## src/rtl/mvm_cfg_pkg.sv

```systemverilog
package mvm_cfg_pkg;

    ////////////////////////////////////////////////////////////
    // Matrix and element sizes
    ////////////////////////////////////////////////////////////

    // Vector length, also rows per column
    localparam int MAT_HEIGHT = 5;
    // Columns and results per vector
    localparam int MAT_WIDTH  = 20;
    localparam int ELEM_WIDTH = 8;
    localparam int RES_WIDTH  = 12;
    // Full product, then room for MAT_HEIGHT of them
    localparam int PROD_WIDTH = 2 * ELEM_WIDTH;
    localparam int ACC_WIDTH  = PROD_WIDTH + $clog2(MAT_HEIGHT);
    // Saturation bounds of a result
    localparam int RES_MAX    = (1 << (RES_WIDTH - 1)) - 1;
    localparam int RES_MIN    = -(1 << (RES_WIDTH - 1));

    // Fraction shift
    localparam int SHIFT_WIDTH  = 4;
    localparam int FRAC_DEFAULT = 4;

    ////////////////////////////////////////////////////////////
    // Credit depths
    ////////////////////////////////////////////////////////////

    localparam int VEC_CREDITS   = 1;
    localparam int COL_CREDITS   = 2;
    localparam int RES_CREDITS   = 4;
    // Stage-1 slots of the MAC pipeline
    localparam int MAC_CREDITS   = 2;
    localparam int COL_PTR_WIDTH = $clog2(COL_CREDITS);
    localparam int COL_CNT_WIDTH = $clog2(COL_CREDITS + 1);
    localparam int RES_CNT_WIDTH = $clog2(RES_CREDITS + 1);
    localparam int MAC_CNT_WIDTH = $clog2(MAC_CREDITS + 1);

    // Register bus, address 0 unmapped and reads zero
    localparam int CFG_WIDTH   = 16;
    localparam int ADDR_WIDTH  = 2;
    localparam logic [ADDR_WIDTH-1:0] ADDR_SHIFT  = 2'd1;
    localparam logic [ADDR_WIDTH-1:0] ADDR_STATUS = 2'd2;
    localparam logic [ADDR_WIDTH-1:0] ADDR_COUNT  = 2'd3;

endpackage

```

## src/rtl/mvm_types_pkg.sv

```systemverilog
package mvm_types_pkg;

    ////////////////////////////////////////////////////////////
    // Datapath types
    ////////////////////////////////////////////////////////////

    // One signed vector or matrix element
    typedef logic signed [mvm_cfg_pkg::ELEM_WIDTH-1:0] elem_t;

    // Whole vector, or one matrix column
    // Element 0 sits in the low bits
    typedef elem_t [mvm_cfg_pkg::MAT_HEIGHT-1:0] vec_t;

    // Single product of two elements
    typedef logic signed [mvm_cfg_pkg::PROD_WIDTH-1:0] prod_t;

    // Sum of all products of one column
    typedef logic signed [mvm_cfg_pkg::ACC_WIDTH-1:0] acc_t;

    // Shifted and saturated result
    typedef logic signed [mvm_cfg_pkg::RES_WIDTH-1:0] res_t;

    ////////////////////////////////////////////////////////////
    // Control types
    ////////////////////////////////////////////////////////////

    typedef logic [mvm_cfg_pkg::ADDR_WIDTH-1:0] csr_addr_t;

    // Work item for the MAC
    // Vector travels beside the column it multiplies
    typedef struct packed {
        vec_t vec;
        vec_t col;
    } pair_t;

endpackage

```

## src/rtl/mvm_stream_if.sv

```systemverilog
// Credit-based stream
//
// Sender starts with as many credits as the receiver has slots,
// spends one per valid beat and gets one back per credit pulse.
// No ready signal; a beat with valid is always taken.
interface mvm_stream_if #(
    parameter type payload_t = logic
);

    // Sender side
    logic     valid;
    payload_t data;
    // Marks final item of a group
    logic     last;

    // Receiver side, one pulse per freed slot
    logic     credit;

    modport tx (
        output valid,
        output data,
        output last,
        input  credit
    );

    modport rx (
        input  valid,
        input  data,
        input  last,
        output credit
    );

endinterface

```

## src/rtl/mvm_csr.sv

```systemverilog
module mvm_csr (
    input  logic                                clk,
    input  logic                                rst_n,
    input  logic                                cfg_we,
    input  mvm_types_pkg::csr_addr_t            cfg_addr,
    input  logic [mvm_cfg_pkg::CFG_WIDTH-1:0]   cfg_wdata,
    output logic [mvm_cfg_pkg::CFG_WIDTH-1:0]   cfg_rdata,
    output logic [mvm_cfg_pkg::SHIFT_WIDTH-1:0] frac_shift,
    input  logic                                overflow,
    input  logic                                res_fire,
    output logic                                error
);

    import mvm_cfg_pkg::*;

    logic [SHIFT_WIDTH-1:0] frac_q;
    logic                   ovf_flag;
    logic [CFG_WIDTH-1:0]   res_count;
    logic                   wr_shift;
    logic                   clr_ovf;

    // Decoded writes
    assign wr_shift = cfg_we && (cfg_addr == ADDR_SHIFT);
    // Only bit 0 of STATUS acts as clear
    assign clr_ovf  = cfg_we && (cfg_addr == ADDR_STATUS) && cfg_wdata[0];

    ////////////////////////////////////////////////////////////
    // Registers
    ////////////////////////////////////////////////////////////

    always_ff @(posedge clk or negedge rst_n) begin
        if (!rst_n) begin
            frac_q <= SHIFT_WIDTH'(FRAC_DEFAULT);
        end else if (wr_shift) begin
            frac_q <= cfg_wdata[SHIFT_WIDTH-1:0];
        end
    end

    // Sticky overflow
    // A new overflow beats a clear in the same cycle
    always_ff @(posedge clk or negedge rst_n) begin
        if (!rst_n) begin
            ovf_flag <= 1'b0;
        end else if (res_fire && overflow) begin
            ovf_flag <= 1'b1;
        end else if (clr_ovf) begin
            ovf_flag <= 1'b0;
        end
    end

    // Result counter, wraps at 16 bits
    always_ff @(posedge clk or negedge rst_n) begin
        if (!rst_n) begin
            res_count <= '0;
        end else if (res_fire) begin
            res_count <= res_count + 1'b1;
        end
    end

    ////////////////////////////////////////////////////////////
    // Read mux, combinational from address
    ////////////////////////////////////////////////////////////

    always_comb begin
        case (cfg_addr)
            ADDR_SHIFT:  cfg_rdata = {{(CFG_WIDTH - SHIFT_WIDTH){1'b0}}, frac_q};
            ADDR_STATUS: cfg_rdata = {{(CFG_WIDTH - 1){1'b0}}, ovf_flag};
            ADDR_COUNT:  cfg_rdata = res_count;
            default:     cfg_rdata = '0;
        endcase
    end

    assign frac_shift = frac_q;
    assign error      = ovf_flag;

endmodule

```

## src/rtl/mvm_sequencer.sv

```systemverilog
module mvm_sequencer (
    input  logic                clk,
    input  logic                rst_n,
    input  logic                vec_valid,
    input  mvm_types_pkg::vec_t vec_data,
    output logic                vec_credit,
    input  logic                col_valid,
    input  mvm_types_pkg::vec_t col_data,
    input  logic                last,
    output logic                col_credit,
    mvm_stream_if.tx            col_out,
    input  logic                res_credit_return
);

    import mvm_cfg_pkg::*;
    import mvm_types_pkg::*;

    // Vector slot
    vec_t vec_q;
    logic vec_loaded;

    // Column FIFO
    vec_t                   fifo_col  [COL_CREDITS];
    logic                   fifo_last [COL_CREDITS];
    logic [COL_PTR_WIDTH-1:0] wr_ptr;
    logic [COL_PTR_WIDTH-1:0] rd_ptr;
    logic [COL_CNT_WIDTH-1:0] fifo_cnt;
    logic                   fifo_wr;
    logic                   fifo_rd;
    logic                   fifo_full;
    logic                   fifo_empty;

    // Credits held toward consumer and MAC
    logic [RES_CNT_WIDTH-1:0] res_cnt;
    logic [MAC_CNT_WIDTH-1:0] mac_cnt;
    logic                     issue;

    ////////////////////////////////////////////////////////////
    // Vector register
    ////////////////////////////////////////////////////////////

    always_ff @(posedge clk) begin
        if (vec_valid) begin
            vec_q <= vec_data;
        end
    end

    // Released when the last column goes out
    always_ff @(posedge clk or negedge rst_n) begin
        if (!rst_n) begin
            vec_loaded <= 1'b0;
        end else begin
            if (vec_credit) begin
                vec_loaded <= 1'b0;
            end
            if (vec_valid) begin
                vec_loaded <= 1'b1;
            end
        end
    end

    ////////////////////////////////////////////////////////////
    // Column FIFO
    ////////////////////////////////////////////////////////////

    // Sender only sends with a credit, so no full check here
    assign fifo_wr    = col_valid;
    assign fifo_rd    = issue;
    assign fifo_full  = (fifo_cnt == COL_CNT_WIDTH'(COL_CREDITS));
    assign fifo_empty = (fifo_cnt == '0);

    always_ff @(posedge clk) begin
        if (fifo_wr) begin
            fifo_col[wr_ptr]  <= col_data;
            fifo_last[wr_ptr] <= last;
        end
    end

    always_ff @(posedge clk or negedge rst_n) begin
        if (!rst_n) begin
            wr_ptr   <= '0;
            rd_ptr   <= '0;
            fifo_cnt <= '0;
        end else begin
            if (fifo_wr) begin
                wr_ptr <= (wr_ptr == COL_PTR_WIDTH'(COL_CREDITS - 1)) ? '0 : wr_ptr + 1'b1;
            end
            if (fifo_rd) begin
                rd_ptr <= (rd_ptr == COL_PTR_WIDTH'(COL_CREDITS - 1)) ? '0 : rd_ptr + 1'b1;
            end
            fifo_cnt <= fifo_cnt + COL_CNT_WIDTH'(fifo_wr) - COL_CNT_WIDTH'(fifo_rd);
        end
    end

    ////////////////////////////////////////////////////////////
    // Credit counters and issue
    ////////////////////////////////////////////////////////////

    // Spent on issue, so results in flight are already counted
    always_ff @(posedge clk or negedge rst_n) begin
        if (!rst_n) begin
            res_cnt <= RES_CNT_WIDTH'(RES_CREDITS);
            mac_cnt <= MAC_CNT_WIDTH'(MAC_CREDITS);
        end else begin
            res_cnt <= res_cnt + RES_CNT_WIDTH'(res_credit_return) - RES_CNT_WIDTH'(issue);
            mac_cnt <= mac_cnt + MAC_CNT_WIDTH'(col_out.credit) - MAC_CNT_WIDTH'(issue);
        end
    end

    assign issue = vec_loaded && !fifo_empty && (res_cnt != '0) && (mac_cnt != '0);

    // Head column plus current vector
    assign col_out.valid = issue;
    assign col_out.data  = pair_t'{vec: vec_q, col: fifo_col[rd_ptr]};
    assign col_out.last  = fifo_last[rd_ptr];

    // Upstream credit returns
    assign col_credit = issue;
    assign vec_credit = issue && fifo_last[rd_ptr];

endmodule

```

## src/rtl/mvm_vector_mac.sv

```systemverilog
module mvm_vector_mac (
    input  logic                                clk,
    input  logic                                rst_n,
    mvm_stream_if.rx                            col_in,
    input  logic [mvm_cfg_pkg::SHIFT_WIDTH-1:0] frac_shift,
    mvm_stream_if.tx                            res_out,
    output logic                                overflow
);

    import mvm_cfg_pkg::*;
    import mvm_types_pkg::*;

    // Stage 1
    prod_t                  s1_prod [MAT_HEIGHT];
    logic [SHIFT_WIDTH-1:0] s1_shift;
    logic                   s1_valid;
    logic                   s1_last;

    // Between the stages
    acc_t sum;
    acc_t shifted;
    res_t sat;
    logic clamp;

    // Stage 2
    res_t s2_res;
    logic s2_ovf;
    logic s2_valid;
    logic s2_last;

    ////////////////////////////////////////////////////////////
    // Stage 1: element products
    ////////////////////////////////////////////////////////////

    always_ff @(posedge clk or negedge rst_n) begin
        if (!rst_n) begin
            s1_valid <= 1'b0;
        end else begin
            s1_valid <= col_in.valid;
        end
    end

    // Shift is captured with the column it applies to
    always_ff @(posedge clk) begin
        if (col_in.valid) begin
            for (int i = 0; i < MAT_HEIGHT; i++) begin
                s1_prod[i] <= $signed(col_in.data.col[i]) * $signed(col_in.data.vec[i]);
            end
            s1_shift <= frac_shift;
            s1_last  <= col_in.last;
        end
    end

    // Stage-1 slot frees as its column moves on
    assign col_in.credit = s1_valid;

    ////////////////////////////////////////////////////////////
    // Stage 2: sum, shift, saturate
    ////////////////////////////////////////////////////////////

    always_comb begin
        sum = '0;
        for (int i = 0; i < MAT_HEIGHT; i++) begin
            sum = sum + s1_prod[i];
        end
        // Arithmetic shift, rounds toward minus infinity
        shifted = sum >>> s1_shift;
        clamp   = 1'b1;
        if (shifted > RES_MAX) begin
            sat = res_t'(RES_MAX);
        end else if (shifted < RES_MIN) begin
            sat = res_t'(RES_MIN);
        end else begin
            sat   = res_t'(shifted);
            clamp = 1'b0;
        end
    end

    always_ff @(posedge clk or negedge rst_n) begin
        if (!rst_n) begin
            s2_valid <= 1'b0;
        end else begin
            s2_valid <= s1_valid;
        end
    end

    always_ff @(posedge clk) begin
        if (s1_valid) begin
            s2_res  <= sat;
            s2_ovf  <= clamp;
            s2_last <= s1_last;
        end
    end

    // Result stream, two cycles after col_in.valid
    assign res_out.valid = s2_valid;
    assign res_out.data  = s2_res;
    assign res_out.last  = s2_last;
    // Qualified by res_out.valid
    assign overflow      = s2_ovf;

endmodule

```

## src/rtl/mvm_top.sv

```systemverilog
module mvm_top (
    input  logic                                clk,
    input  logic                                rst_n,
    // Vector stream
    input  logic                                vec_valid,
    input  mvm_types_pkg::vec_t                 vec_data,
    output logic                                vec_credit,
    // Column stream
    input  logic                                col_valid,
    input  mvm_types_pkg::vec_t                 col_data,
    input  logic                                col_last,
    output logic                                col_credit,
    // Result stream
    output logic                                res_valid,
    output mvm_types_pkg::res_t                 res_data,
    input  logic                                res_credit,
    // Register bus
    input  logic                                cfg_we,
    input  mvm_types_pkg::csr_addr_t            cfg_addr,
    input  logic [mvm_cfg_pkg::CFG_WIDTH-1:0]   cfg_wdata,
    output logic [mvm_cfg_pkg::CFG_WIDTH-1:0]   cfg_rdata,
    output logic                                error
);

    import mvm_cfg_pkg::*;
    import mvm_types_pkg::*;

    logic [SHIFT_WIDTH-1:0] frac_shift;
    logic                   overflow;

    // Sequencer to MAC, and MAC to result ports
    mvm_stream_if #(.payload_t(pair_t)) col_if ();
    mvm_stream_if #(.payload_t(res_t))  res_if ();

    ////////////////////////////////////////////////////////////
    // Blocks
    ////////////////////////////////////////////////////////////

    mvm_sequencer u_sequencer (
        .clk               (clk),
        .rst_n             (rst_n),
        .vec_valid         (vec_valid),
        .vec_data          (vec_data),
        .vec_credit        (vec_credit),
        .col_valid         (col_valid),
        .col_data          (col_data),
        .last              (col_last),
        .col_credit        (col_credit),
        .col_out           (col_if.tx),
        .res_credit_return (res_if.credit)
    );

    mvm_vector_mac u_vector_mac (
        .clk        (clk),
        .rst_n      (rst_n),
        .col_in     (col_if.rx),
        .frac_shift (frac_shift),
        .res_out    (res_if.tx),
        .overflow   (overflow)
    );

    mvm_csr u_csr (
        .clk        (clk),
        .rst_n      (rst_n),
        .cfg_we     (cfg_we),
        .cfg_addr   (cfg_addr),
        .cfg_wdata  (cfg_wdata),
        .cfg_rdata  (cfg_rdata),
        .frac_shift (frac_shift),
        .overflow   (overflow),
        .res_fire   (res_if.valid),
        .error      (error)
    );

    // Consumer side of the result stream
    assign res_valid     = res_if.valid;
    assign res_data      = res_if.data;
    assign res_if.credit = res_credit;

endmodule

```

## config.mk

```make
export PLATFORM = sky130hd
export DESIGN_NAME = mvm_top
export DESIGN_NICKNAME = d
export VERILOG_FILES = /design/src/rtl/mvm_cfg_pkg.sv /design/src/rtl/mvm_types_pkg.sv /design/src/rtl/mvm_stream_if.sv /design/src/rtl/mvm_csr.sv /design/src/rtl/mvm_sequencer.sv /design/src/rtl/mvm_vector_mac.sv /design/src/rtl/mvm_top.sv
export SDC_FILE = /design/constraint.sdc
export NUM_CORES = 1
export LEC_CHECK = 0
export ABC_CLOCK_PERIOD_IN_PS = 4700
export BUFFER_PORTS_ARGS = -buffer_cell sky130_fd_sc_hd__buf_2
export CORE_ASPECT_RATIO = 1.5
export CORE_MARGIN = 3
export CORE_UTILIZATION = 40
export CTS_CLUSTER_SIZE = 25
export DETAILED_ROUTE_END_ITERATION = 10
export GPL_TIMING_DRIVEN = 0
export PLACE_DENSITY = 0.7
export SYNTH_ARGS = -nofsm -noshare
export SYNTH_HDL_FRONTEND = slang
export SYNTH_HIERARCHICAL = 1
export SYNTH_SLANG_ARGS = --single-unit
export TNS_END_PERCENT = 30
```

## constraint.sdc

```tcl
create_clock -name clk -period 4.7 [get_ports clk]
set_input_delay 0.94 -clock clk [delete_from_list [all_inputs] [get_ports clk]]
set_output_delay 0.94 -clock clk [all_outputs]
set_load 0.005 [all_outputs]
```

# --- Yosys cells after proc, flatten, opt, wreduce, memory -nomap -nowiden ---
# Memories as Yosys holds them, arrays and structs flattened.
# Cells that the tools add are included.
op_classes:
  addsub: 13
  n_mul: 5
  magnitude_cmp: 2
  eq_ne: 3
  shifts: 1
  muxes: 13
  reduce_logical: 14
ops:
  columns: ["cell", "count"]
  rows:
  - ["$mul 8x8->16", 5]
  - ["$pmux 16 s3", 1]
  - ["$add 19x16->19", 2]
  - ["$gt 19x12->1 const B", 1]
  - ["$lt 19x12->1 const B", 1]
  - ["$sshr 19x4->19", 1]
  - ["$add 17x16->18", 1]
  - ["$add 16x16->17", 1]
  - ["$add 16x1->16 const B", 1]
  - ["$mux 12", 1]
  - ["$mux 1", 11]
  - ["$logic_and 1x1->1", 8]
  - ["$reduce_bool 2->1", 3]
  - ["$add 2x1->2", 2]
  - ["$eq 2x2->1 const B", 2]
  - ["$sub 2x1->2", 2]
  - ["$add 3x1->3", 1]
  - ["$reduce_bool 3->1", 1]
  - ["$sub 3x1->3", 1]
  - ["$add 1x1->1 const B", 2]
  - ["$eq 2x1->1 const B", 1]
  - ["$logic_not 2->1", 1]
  - ["$logic_not 1->1", 1]
totals:
  register_bits: 90
  mem_bits_rw: 162
  elab_cells: 73
  mem_count: 3
mem_list:
  columns: ["memory", "words", "word_bits", "read_ports", "rd_ports_with_merged_regs", "write_ports", "line", "rtl"]
  rows:
  - ["u_sequencer.fifo_col", 2, 40, 1, 0, 1, "mvm_sequencer.sv:23", "vec_t fifo_col [COL_CREDITS];"]
  - ["u_vector_mac.s1_prod", 5, 16, 5, 0, 5, "mvm_vector_mac.sv:14", "prod_t s1_prod [MAT_HEIGHT];"]
  - ["u_sequencer.fifo_last", 2, 1, 1, 0, 1, "mvm_sequencer.sv:24", "logic fifo_last [COL_CREDITS];"]

# --- Depth between registers and ports, before layout ---
depth:
  depth_word: 8
  mapped_depth: 23
  ltp_nobuf: 21

# --- Cells and area by module ---
# Netlist, hierarchy kept.
by_module_without_submodules:
  columns: ["mod", "n_inst", "cells_per_inst", "area_per_inst_um2"]
  rows:
  - ["mvm_vector_mac", 1, 1868, 18428.9]
  - ["mvm_sequencer", 1, 209, 4678.2]
  - ["mvm_csr", 1, 98, 1104.8]

# --- Least setup slack after synthesis ---
# Ideal clock, no wire load.
synth_path:
  path_kind: "flip-flop to flip-flop"
  from: "register u_sequencer.rd_ptr"
  to: "memory u_vector_mac/s1_prod[0][62] (netlist name), data pin"
  setup_time_ns: 0.258
  t_arrival_ns: 4.821
  setup_slack_ns: -0.379
  path_stages_with_launch: 23
  path_cell_list: "dfrtp_1 > buf_2 > buf_2 > mux2_2 > and2_1 > fa_1 > inv_1 > fa_1 > inv_1 > fa_1 > inv_1 > fa_1 > inv_1 > ha_1 > o21ai_0 > a21boi_0 > o21ai_0 > a21boi_0 > o21ai_0 > nand2b_1 > a21o_1 > a21oi_1 > xnor2_1"
synth_rtl:
  columns: ["item", "line", "rtl"]
  rows:
  - ["start: declaration", "mvm_sequencer.sv:26", "logic [COL_PTR_WIDTH-1:0] rd_ptr;"]
  - ["start signal: assignment", "mvm_sequencer.sv:89", "rd_ptr <= (rd_ptr == COL_PTR_WIDTH'(COL_CREDITS - 1)) ? '0 : rd_ptr + 1'b1;"]
  - ["end: declaration", "mvm_vector_mac.sv:14", null]

==> results.json <==
{
  "grt_pass1_wl_mm": 86.7,
  "clkLatencyLatePin_ns": 0.60,
  "setup_viol_count_final": 37,
  "grt_max_degree": 86,
  "start_kind": "flop",
  "utilization": 0.476,
  "syn_inst": 2172,
  "die_w_um": 207,
  "dieArea_um2": 63400,
  "cp_max_fo": 4,
  "n_antenna_cell": 0,
  "hold_viol_final": 0,
  "coreArea_um2": 59300,
  "power_density_nw_per_um2": 703,
  "report.final.slew_viol_count": 0,
  "antenna_found_initial": 0,
  "drc_errors": 0,
  "crit_chain": "inv_2 > fa_2 > fa_1 > fa_1 > inv_1 > ha_2 > fa_2 > a211oi_2 > o211ai_2 > buf_4 > a2111oi_4 > or3_4 > mux2i_1 > a221o_1 > o221ai_4 > nor4b_4 > a311o_2 > buf_6 > buf_4 > o21ai_2",
  "whs_ns": 0.407,
  "layout_min_cycle_time_ns": 5.39,
  "violations": "negative setup slack",
  "start_util": 0.407,
  "ant_nets": 0,
  "rows": 109,
  "setup_slack_ns": -0.692,
  "cp-end-kind": "flop",
  "critPathTopFamily": "adder cells",
  "syn2layout_area_growth_pct": 16.8,
  "postPlaceCellArea_um2": 26100,
  "leakagePower_nw": 12.9,
  "place_congestion": 0.842,
  "root_buffer": "clkbuf_16",
  "fin_skew_ns": 0.0201,
  "fin_crit_sh": 1.15,
  "port_buffers": 123,
  "dp_hpwl_mm": 40.7,
  "fin_nets": 2985,
  "rsz0062_at_grt": "true",
  "avgSynthCellArea_um2": 11.1,
  "hold_path.class": "input pin to async pin",
  "cts_tree": "done",
  "peakVddDrop_mv": 0.494,
  "critPathKind": "flop to flop",
  "cts_made_buffers": 29,
  "critPathMaxStageDelay_ns": 0.60,
  "syn_area_um2": 24100,
  "overflow": 0,
  "drtIter0Drc": 542,
  "syn_nets": 2771,
  "die_y_um": 307,
  "drive_gt1_frac": 0.208,
  "ios": 137,
  "grt_pass1_vias": 17476,
  "grt_util_all_layers": 0.171,
  "worstPathArrival_ns": 5.83,
  "tightest_slew_ns": 1.27,
  "cts_buffer_depth": 3,
  "slew_headroom": 0.151,
  "drv_cap": 0,
  "clkTransAtPathRegs_ns": 0.07,
  "wl_per_cell_um": 16.5,
  "htree_levels": 1,
  "fin_area_um2": 28200,
  "wirelength_mm": 52.6,
  "final_cell_mix": "inv_1 (495), fa_1 (317), edfxtp_1 (219)",
  "first_pass_iters": 5,
  "max_freq_ghz": 0.185,
  "vias_per_cell": 4.85,
  "critPathSlowestCell": "fa_2",
  "final_common_cell": "inv_1",
  "clock-sinks": 252,
  "yosysWarnings": 6,
  "crit_required_ns": 5.14,
  "status": "complete, but fails checks",
  "vias": 15451,
  "critPathBufInv": 5
}
==> worst paths after layout <==
| check | end | cells past startpoint | slack, ns | startpoint |
|---|---|---|---|---|
| hold / removal | u_sequencer/rd_ptr$_DFFE_PN0P_ | 1 | 0.41 | rst_n |
| min in group clk | u_csr/res_count[15]$_DFFE_PN0P_ | 1 | 0.47 | u_csr/res_count[15]$_DFFE_PN0P_ |
| hold reg to reg | u_csr/res_count[15]$_DFFE_PN0P_ | 1 | 0.47 | u_csr/res_count[15]$_DFFE_PN0P_ |
| max in group asynchronous | u_csr/res_count[1]$_DFFE_PN0P_ | 1 | 3.82 | rst_n |
| setup reg to reg | u_vector_mac/res_out.data[1]$_SDFFCE_PN1P_ | 20 | -0.69 | u_vector_mac/s1_prod[0][17]$_DFFE_PP_ |
| setup / recovery | u_vector_mac/res_out.data[1]$_SDFFCE_PN1P_ | 20 | -0.69 | u_vector_mac/s1_prod[0][17]$_DFFE_PP_ |
==> flip-flops by register name, summed over array words and instances (netlist names), 2 cells and up <==
register and flops:
u_vector_mac/s1_shift 4, u_sequencer/col_out.data 40, u_sequencer/res_cnt 3, u_sequencer/mac_cnt 2, u_csr/res_count 16, u_vector_mac/s1_prod 80, u_vector_mac/res_out.data 12, u_sequencer/fifo_col 80
u_sequencer/fifo_cnt 2, u_csr/frac_shift 4, u_sequencer/fifo_last 2
==> metrics by stage <==
stage | setup WS, ns | TNS, ns | cells | power (mW)
final | -0.692 | -14.37 | 3186 | 19.8
after global routing | -0.889 | -21.65 | 3186 | 21.9
after CTS | -0.568 | -13.97 | 3174 | 19.3
after detailed placement | -0.763 | -19.09 | 3074 | 15.8
after global placement | -0.680 | -40.87 | 3072 | 15.5
after floorplan | -0.161 | -2.30 | 2172 | 13.1
==> power breakdown <==
group / leakage, nW / internal (mW) / switching [mW]
clock: 0.473 / 1.28 / 1.04
combinational: 9.95 / 6.58 / 7.37
sequential: 2.46 / 3.45 / 0.139
==> routing by layer <==
| layer | GRT usage | vias up | part of all wire |
|---|---|---|---|
| li1 | - | 7265 | - |
| met1 | 0.187 | 7779 | 0.37 |
| met2 | 0.329 | 316 | 0.56 |
| met3 | 0.0165 | 91 | 0.032 |
| met4 | 0.0741 | 0 | 0.045 |
| met5 | 0 | - | 0 |
==> what timing repair did <==
action / in CTS / in global routing
setup endpoints to repair: 42 / 45
hold buffers: 0 / 0
resized for setup: 98 / 67
pin swaps: 41 / 41
cloned: 4 / 0
buffers inserted: 42 / 16
==> cell type report <==
cell class                 instances  area (um2)
fill                            5289       31100
multi-input combinational       1379       15400
sequential                       252        7410
inverter                         511        1920
timing repair buffer             183        1190
tap                              777         972
clock buffer                      30         729
buffer                            30         303
clock inverter                    24         240
(Power assumes the default switching activity.)
